### src/hdl/addr_route_cfg.svh
// build-time sizes for the router; data width must be at least 32 and at least the address width
`ifndef ADDR_ROUTE_CFG_SVH
`define ADDR_ROUTE_CFG_SVH

// number of rules held in the address map
`define ADDR_ROUTE_NO_RULES 4

// number of target strobes behind the router
`define ADDR_ROUTE_NO_TARGETS 4

// request and rule address width in bits
`define ADDR_ROUTE_ADDR_WIDTH 32

// write data and configuration data width in bits
`define ADDR_ROUTE_DATA_WIDTH 32

// bit of the configuration data that enables the default target
`define ADDR_ROUTE_DEF_EN_BIT 31

`endif

### src/hdl/addr_route_pkg.sv
// shared types for the router; index widths fall back to one bit when a count is one
package addr_route_pkg;

  `include "addr_route_cfg.svh"

  // request address, also used for rule bounds
  typedef logic [`ADDR_ROUTE_ADDR_WIDTH-1:0] addr_t;

  // request write data and configuration data
  typedef logic [`ADDR_ROUTE_DATA_WIDTH-1:0] data_t;

  // target index, wide enough for every target
  typedef logic [((`ADDR_ROUTE_NO_TARGETS > 1) ?
                  $clog2(`ADDR_ROUTE_NO_TARGETS) : 1)-1:0] idx_t;

  // selects one rule on a configuration write
  typedef logic [((`ADDR_ROUTE_NO_RULES > 1) ?
                  $clog2(`ADDR_ROUTE_NO_RULES) : 1)-1:0] rule_sel_t;

  // one map entry: start is included, end is excluded
  // start at or above end matches nothing
  typedef struct packed {
    idx_t  idx;
    addr_t start_addr;
    addr_t end_addr;
  } rule_t;

  // register written by one configuration strobe
  // for CFG_DEFAULT the enable sits at the top data bit, the index in the low bits
  typedef enum logic [1:0] {
    CFG_START   = 2'd0,
    CFG_END     = 2'd1,
    CFG_IDX     = 2'd2,
    CFG_DEFAULT = 2'd3
  } cfg_field_e;

endpackage

### src/hdl/req_if.sv
// single-cycle request strobe with no back-pressure; the sink must take every strobe
`timescale 1ns/100ps

interface req_if
  import addr_route_pkg::*;
();

  // request strobe, high for one cycle per request
  logic  valid;
  // target address of the request
  addr_t addr;
  // write enable, passed through to the target
  logic  we;
  // write data, passed through to the target
  data_t wdata;

  // side that issues the request
  modport source (
    output valid, addr, we, wdata
  );

  // side that consumes the request
  modport sink (
    input valid, addr, we, wdata
  );

endinterface

### src/hdl/addr_map_regs.sv
// map registers reset to empty rules with the default off; out-of-range rule selects are dropped
`timescale 1ns/100ps
`include "addr_route_cfg.svh"

module addr_map_regs
  import addr_route_pkg::*;
(
  input  logic                             clk_i,
  input  logic                             rst_i,
  // configuration strobe and its fields
  input  logic                             cfg_valid_i,
  input  rule_sel_t                        cfg_sel_i,
  input  cfg_field_e                       cfg_field_i,
  input  data_t                            cfg_wdata_i,
  // current map as seen by the decoder
  output rule_t [`ADDR_ROUTE_NO_RULES-1:0] addr_map_o,
  output logic                             default_en_o,
  output idx_t                             default_idx_o
);

  // rule registers where the highest position has priority in the decoder
  rule_t [`ADDR_ROUTE_NO_RULES-1:0] addr_map_q;
  // default target setting
  logic                             default_en_q;
  idx_t                             default_idx_q;

  always_ff @(posedge clk_i) begin
    if (rst_i) begin
      // all-zero rule has start equal to end, so it is empty
      addr_map_q    <= '0;
      default_en_q  <= 1'b0;
      default_idx_q <= '0;
    end else if (cfg_valid_i) begin
      // one field per strobe with the data cut down to the field width
      case (cfg_field_i)
        CFG_START: begin
          addr_map_q[cfg_sel_i].start_addr <= addr_t'(cfg_wdata_i);
        end
        CFG_END: begin
          addr_map_q[cfg_sel_i].end_addr <= addr_t'(cfg_wdata_i);
        end
        CFG_IDX: begin
          addr_map_q[cfg_sel_i].idx <= idx_t'(cfg_wdata_i);
        end
        CFG_DEFAULT: begin
          // rule select plays no part here
          default_en_q  <= cfg_wdata_i[`ADDR_ROUTE_DEF_EN_BIT];
          default_idx_q <= idx_t'(cfg_wdata_i);
        end
      endcase
    end
  end

  // a write lands at the next edge, so a request in the write cycle sees the old map
  assign addr_map_o    = addr_map_q;
  assign default_en_o  = default_en_q;
  assign default_idx_o = default_idx_q;

endmodule

### src/hdl/addr_decode.sv
// purely combinational decode; overlapping rules are legal and empty or inverted rules never match
`timescale 1ns/100ps
`include "addr_route_cfg.svh"

module addr_decode
  import addr_route_pkg::*;
(
  // address of the current request
  input  addr_t                            addr_i,
  // rule at the higher position wins on overlap
  input  rule_t [`ADDR_ROUTE_NO_RULES-1:0] addr_map_i,
  // default target for addresses that match no rule
  input  logic                             en_default_idx_i,
  input  idx_t                             default_idx_i,
  // decode result, valid in the same cycle
  output idx_t                             idx_o,
  output logic                             dec_valid_o,
  output logic                             dec_error_o
);

  // one hit bit per rule
  logic [`ADDR_ROUTE_NO_RULES-1:0] rule_hit;

  // range compare for every rule
  // start is inclusive, end is exclusive
  always_comb begin
    for (int i = 0; i < `ADDR_ROUTE_NO_RULES; i++) begin
      rule_hit[i] = (addr_i >= addr_map_i[i].start_addr) &&
                    (addr_i <  addr_map_i[i].end_addr);
    end
  end

  // priority pick
  // walk upwards so the last hit overwrites earlier ones
  always_comb begin
    // no hit: default index if enabled, else zero
    idx_o = en_default_idx_i ? default_idx_i : '0;
    for (int i = 0; i < `ADDR_ROUTE_NO_RULES; i++) begin
      if (rule_hit[i]) begin
        idx_o = addr_map_i[i].idx;
      end
    end
  end

  // at least one rule claimed the address
  assign dec_valid_o = |rule_hit;

  // nobody claims it and the default is off
  assign dec_error_o = ~dec_valid_o & ~en_default_idx_i;

endmodule

### src/hdl/req_router.sv
// one-cycle router without back-pressure; an index beyond the target count gives no target strobe
`timescale 1ns/100ps
`include "addr_route_cfg.svh"

module req_router
  import addr_route_pkg::*;
(
  input  logic                               clk_i,
  input  logic                               rst_i,
  // incoming request, sampled only while valid
  req_if.sink                                req,
  // same-cycle decode of req.addr
  input  idx_t                               idx_i,
  input  logic                               dec_error_i,
  // target side, strobe is one-hot
  output logic [`ADDR_ROUTE_NO_TARGETS-1:0]  tgt_valid_o,
  output addr_t                              tgt_addr_o,
  output logic                               tgt_we_o,
  output data_t                              tgt_wdata_o,
  // error side for unmapped addresses
  output logic                               err_valid_o,
  output addr_t                              err_addr_o
);

  // one-hot form of the decoded index
  logic [`ADDR_ROUTE_NO_TARGETS-1:0] idx_onehot;
  // strobe registers
  logic [`ADDR_ROUTE_NO_TARGETS-1:0] tgt_valid_q;
  logic                              err_valid_q;
  // request payload, held until the next request
  addr_t                             addr_q;
  logic                              we_q;
  data_t                             wdata_q;

  always_comb begin
    for (int t = 0; t < `ADDR_ROUTE_NO_TARGETS; t++) begin
      idx_onehot[t] = (idx_i == idx_t'(t));
    end
  end

  // strobes last exactly one cycle per request
  always_ff @(posedge clk_i) begin
    if (rst_i) begin
      tgt_valid_q <= '0;
      err_valid_q <= 1'b0;
    end else begin
      // error and target strobes exclude each other
      tgt_valid_q <= (req.valid && !dec_error_i) ? idx_onehot : '0;
      err_valid_q <= req.valid && dec_error_i;
    end
  end

  // payload follows the strobe, no reset needed
  always_ff @(posedge clk_i) begin
    if (req.valid) begin
      addr_q  <= req.addr;
      we_q    <= req.we;
      wdata_q <= req.wdata;
    end
  end

  assign tgt_valid_o = tgt_valid_q;
  assign tgt_addr_o  = addr_q;
  assign tgt_we_o    = we_q;
  assign tgt_wdata_o = wdata_q;
  assign err_valid_o = err_valid_q;
  // error address shares the payload register with the target side
  assign err_addr_o  = addr_q;

endmodule

### src/hdl/addr_route_top.sv
// router top with plain ports; every request yields one result the next cycle, targets cannot stall
`timescale 1ns/100ps
`include "addr_route_cfg.svh"

module addr_route_top
  import addr_route_pkg::*;
(
  input  logic                              clk_i,
  input  logic                              rst_i,
  // configuration write port
  input  logic                              cfg_valid_i,
  input  rule_sel_t                         cfg_sel_i,
  input  cfg_field_e                        cfg_field_i,
  input  data_t                             cfg_wdata_i,
  // request port
  input  logic                              req_valid_i,
  input  addr_t                             req_addr_i,
  input  logic                              req_we_i,
  input  data_t                             req_wdata_i,
  // target strobes, one cycle after the request
  output logic [`ADDR_ROUTE_NO_TARGETS-1:0] tgt_valid_o,
  output addr_t                             tgt_addr_o,
  output logic                              tgt_we_o,
  output data_t                             tgt_wdata_o,
  // error strobe for unmapped requests
  output logic                              err_valid_o,
  output addr_t                             err_addr_o
);

  // map state from the register file
  rule_t [`ADDR_ROUTE_NO_RULES-1:0] addr_map;
  logic                             default_en;
  idx_t                             default_idx;
  // decode result of the current request
  idx_t                             dec_idx;
  logic                             dec_error;

  // request bus, fed straight from the ports
  req_if req_bus ();

  assign req_bus.valid = req_valid_i;
  assign req_bus.addr  = req_addr_i;
  assign req_bus.we    = req_we_i;
  assign req_bus.wdata = req_wdata_i;

  addr_map_regs u_map_regs (
    .clk_i         (clk_i),
    .rst_i         (rst_i),
    .cfg_valid_i   (cfg_valid_i),
    .cfg_sel_i     (cfg_sel_i),
    .cfg_field_i   (cfg_field_i),
    .cfg_wdata_i   (cfg_wdata_i),
    .addr_map_o    (addr_map),
    .default_en_o  (default_en),
    .default_idx_o (default_idx)
  );

  // router only needs the error flag, the match flag stays open
  addr_decode u_decode (
    .addr_i           (req_bus.addr),
    .addr_map_i       (addr_map),
    .en_default_idx_i (default_en),
    .default_idx_i    (default_idx),
    .idx_o            (dec_idx),
    .dec_valid_o      (),
    .dec_error_o      (dec_error)
  );

  req_router u_router (
    .clk_i       (clk_i),
    .rst_i       (rst_i),
    .req         (req_bus.sink),
    .idx_i       (dec_idx),
    .dec_error_i (dec_error),
    .tgt_valid_o (tgt_valid_o),
    .tgt_addr_o  (tgt_addr_o),
    .tgt_we_o    (tgt_we_o),
    .tgt_wdata_o (tgt_wdata_o),
    .err_valid_o (err_valid_o),
    .err_addr_o  (err_addr_o)
  );

endmodule

### config.mk
export PLATFORM = sky130hd
export DESIGN_NAME = addr_route_top
export DESIGN_NICKNAME = d
export VERILOG_FILES = /design/src/hdl/addr_route_pkg.sv /design/src/hdl/req_if.sv /design/src/hdl/addr_map_regs.sv /design/src/hdl/addr_decode.sv /design/src/hdl/req_router.sv /design/src/hdl/addr_route_top.sv
export VERILOG_INCLUDE_DIRS = /design/src /design/src/hdl
export SDC_FILE = /design/constraint.sdc
export NUM_CORES = 1
export LEC_CHECK = 0
export BUFFER_PORTS_ARGS = -buffer_cell sky130_fd_sc_hd__clkbuf_2
export CAP_MARGIN = 20
export CORE_ASPECT_RATIO = 2
export CORE_MARGIN = 5
export CORE_UTILIZATION = 59
export DETAILED_ROUTE_END_ITERATION = 12
export GPL_TIMING_DRIVEN = 0
export PLACE_DENSITY_LB_ADDON = 0.25
export SETUP_SLACK_MARGIN = 0.3
export SLEW_MARGIN = 20
export SYNTH_ARGS = -nofsm -noshare
export SYNTH_HDL_FRONTEND = slang
export SYNTH_SLANG_ARGS = --single-unit
### constraint.sdc
create_clock -name clk_i -period 4.55 [get_ports clk_i]
set_clock_uncertainty 0.2 [all_clocks]
set_input_delay 1.365 -clock clk_i [delete_from_list [all_inputs] [get_ports clk_i]]
set_output_delay 1.365 -clock clk_i [all_outputs]
set_load 0.005 [all_outputs]
==> results <==
- The critical path start-end classification is primary input to flop.
- Dividing the final minimum period by the clock period gives 0.912.
- The synthesized net count is between 2000 and 2500.
- For this configuration, the core starts out at a cell density of 0.598.
- The mean cell area of the mapped netlist is about 8.9 um2.
- The worst hold margin is 0.250 ns.
- The cell count after synthesis came out at 2044.
- After detailed routing, the average wire length per cell comes to 20.0 um.
- After clock tree synthesis, the clock-pin slew on the worst setup and hold paths is 0.06 ns.
- TritonCTS built the clock tree.
- In the routed design, unresolved DRC markers number 0.
- Counting both buffers and inverters, the worst setup path holds a total of 1.
- The completed layout was analyzed and its total power is between 0.006 and 0.007 W.
- Counting flops with a built-in enable in the synthesized netlist gives 65.
- The cell sitting at the root of the clock tree is a clkbuf_16.
- The peak clock frequency supported by timing is around 240 MHz.
- The post-synthesis async set-or-reset flop share is 0.
- The half-perimeter wire length of the detailed placement result is between 40000 and 50000 um.
- The transition at the pin with the smallest max-transition slack is about 1.1 ns.
- Of the cells placed in the final design, the portion with a size suffix greater than 1 is 0.129.
- The die covers 34500 um2.
- The worst slew margin relative to its limit is 0.292.
- Setup violations remaining at the end of the flow were counted as 0.
- The flow ran to the end, and the final reports show no timing, DRC or antenna violations.
- The number of antenna violations at the first check in global routing is 1.
- The number of fillers in the final layout is 2461.
- In this run the worst path has a maximum fanout of 9.
- Across all layers, the routed design uses 16181 vias.
- The antenna cell count is 0.
- The number of pins with negative max-slew slack in the final report was 0.
- At the end of routability-driven placement, the weighted congestion stood at 0.953.
- The share of the synthesized area in the top cell type is 0.301.
- The final number of hold-violating endpoints came to 0.
- The total global routing overflow is 0.
- The critical path capture point type is a flop.
- The total clock buffers created by CTS is 31.
- In this run the power density over the cells is 324 nW/um2.
- The number of library cell types mapped by synthesis is a little over 60.
- The biggest cell delay along the critical path is between 0.6 and 0.7 ns.
- In this run, placement finished with an instance count of 2613.
- The first global-routing pass estimated 81800 um of wire.
- Counting flops and latches in the post-synthesis netlist gives 337.
- The core area is 30300 um2.
- The tightest min-delay check is of the flop to flop type.
- The kind of start point of the critical path is a primary input.
- The floorplan die height is 258 um.
- After the flow finishes, the layout carries non-filler instances totaling 2669.
- The biggest area consumer among synthesized cells is dfxtp_1.
- The kind of cell with the highest combined delay on the critical path is compound AO/OA/AOI/OAI gates.
- The max-capacitance violation count is 0.
- The die span in x is 134 um.
- Setup repair after global routing left no endpoint under its margin.
- The number of H-tree branching levels is 1.
- The required time of the critical path is 4.84 ns.
- The post-detailed-routing wire length is 53500 um.
- The clock period minus worst slack is 4.15 ns.
- Once detail routing completed, the nets flagged for antenna violations numbered 0.
- Data arrives at the worst endpoint at 4.44 ns.
- For this run, the post-layout net count is 2639.
- The post-synthesis instance area is 18100 um2.
- The first routing iteration left 1011 violations.
- The later-pin clock latency in the skew report is 0.57 ns.
- The multi-input combinational cells in the finished layout cover a total of 9210 um2.
- The register area share after synthesis is 0.408.
- Using the TritonRoute via totals, the vias-per-cell ratio works out to 6.06.
- For this run, the leading register cell type out of synthesis is dfxtp_1.
- The number of global-route vias before repair came to 15829.
- By area the synthesized netlist is led by dfxtp_1, ha_1, edfxtp_1.
- The count of port buffers added during placement is 200.
- During synthesis, Yosys emitted a total of 0 warnings.
- The critical path goes through clkbuf_2, ha_1, nand4_1, or4_1, a21oi_1, o41ai_2, a211o_1, a311oi_2, a211oi_1, o31a_1, nor3b_1.
- The worst-case IR drop observed on VDD is 288 uV.
- Clock tree synthesis found a total of 337 sinks.
- The detailed-routing iteration count for the pre-antenna-repair pass is 6.
- The standby leakage power is 7.91 nW.
- Registers take 7400 um2.
- During I/O placement, the number of pins put on the boundary was 207.
- The clock passes through at most 3 buffers.
- Entering global routing, the biggest net connects 53 pins.
- The number of placement rows is 90.
- Across every metal layer, demand over resource in global routing totals 0.300.
- The highest-delay cell along the critical path is or4_1.
- The area growth from synthesis to layout is 14.2%.
## synth_stat cells (7+ instances only)
master,instances
a211oi_1,17
a21o_1,20
a21oi_1,135
a22oi_1,201
and3_1,34
buf_4,32
clkbuf_1,92
dfxtp_1,272
edfxtp_1,65
ha_1,256
inv_1,262
nand2_1,101
nand2b_1,11
nand3_1,25
nand4_1,46
nor2_1,239
nor2b_1,7
nor3_1,20
o211ai_1,7
o21a_1,8
o21ai_0,103
## path summary, 6_finish.rpt
kind	endpoint	cells after the start	slack, ns	start
worst max-delay path	u_router.tgt_valid_o[0]$_SDFF_PP0_	11	0.40	req_addr_i[30]
worst min-delay path	u_map_regs.default_idx_o[0]$_SDFFE_PP0P_	2	0.25	u_map_regs.default_idx_o[0]$_SDFFE_PP0P_
worst max register to register	u_router.tgt_valid_o[0]$_SDFF_PP0_	11	1.17	flop
worst min register to register	u_map_regs.default_idx_o[0]$_SDFFE_PP0P_	2	0.25	u_map_regs.default_idx_o[0]$_SDFFE_PP0P_
## power breakdown
part | internal, W | leakage (nW) | switching, W
registers | 0.00312 | 2.83 | 0.0000320
clock network | 0.00150 | 0.492 | 0.00114
logic | 0.000334 | 4.58 | 0.000574
total | 0.00495 | 7.91 | 0.00175
## routing by layer
metal	global-route usage	routed length [um]	share of wire	up-vias
li1	-	-	-	7669
met1	0.294	18000	0.34	7634
met2	0.557	27500	0.51	632
met3	0.0341	2770	0.052	244
met4	0.240	5190	0.097	2
met5	0	13	0.00024	-
## repair_timing
item                                    CTS  global route
hold buffers                              0             0
gates resized for setup                   3            10
endpoints found under the setup margin    4             4
setup buffers                             0             0
pin swaps                                 0             3
## stage by stage
stage / util / setup WS [ns] / setup TNS (ns) / cell area, um2
after floorplan: - / 0.552 / 0 / 18100
after global placement: 0.646 / -0.310 / -1.17 / 19600
after detailed placement: 0.647 / -0.421 / -1.39 / 19600
after CTS: 0.681 / 0.309 / 0 / 20600
after global routing: 0.683 / 0.308 / 0 / 20700
final: 0.683 / 0.398 / 0 / 20700
## cell type report
type                            count  area share
Tap cell                          368      0.0223
Timing Repair Buffer              201      0.0498
Multi-Input combinational cell   1319       0.445
Clock buffer                       43      0.0421
Inverter                          263      0.0477
Clock inverter                     13     0.00659
Sequential cell                   337       0.358
Buffer                            125      0.0285
## worst register-to-register path: stages, from the launching register on
cell and delay [ns]:
dfxtp_1 0.33, inv_1 0.04, ha_1 0.32, nand4_1 0.16
or4_1 0.62, a21oi_1 0.20, o41ai_2 0.14, a211o_1 0.40
a311oi_2 0.28, a211oi_1 0.11, o31a_1 0.31, nor3b_1 0.20
## logic make-up after synthesis
family	synth area share
fa+ha+maj	0.177
flops	0.408
simple gates	0.129
mux	0.00111
compound gates	0.198
buf+inv	0.0871
## cell usage in the layout, fill, tap and decap left out, drive strengths merged, types with 3 or more instances in the layout
cell     count
a2111oi      5
a211o        3
a211oi      19
a21o        20
a21oi      135
a221o        3
a221oi       4
a22oi      201
a311oi       3
a31oi        5
a32oi        6
a41oi        3
and2         5
and3        35
and4         3
buf         38
bufinv       3
clkbuf     331
clkinv      10
dfxtp      272
edfxtp      65
ha         256
inv        262
nand2      101
nand2b      11
nand3       25
nand4       46
nor2       239
nor2b        7
nor3        20
nor3b        3
nor4         5
o211ai       7
o21a         8
o21ai      109
or3          4
or4          4
No activity file was read; power rests on OpenSTA's default activity.
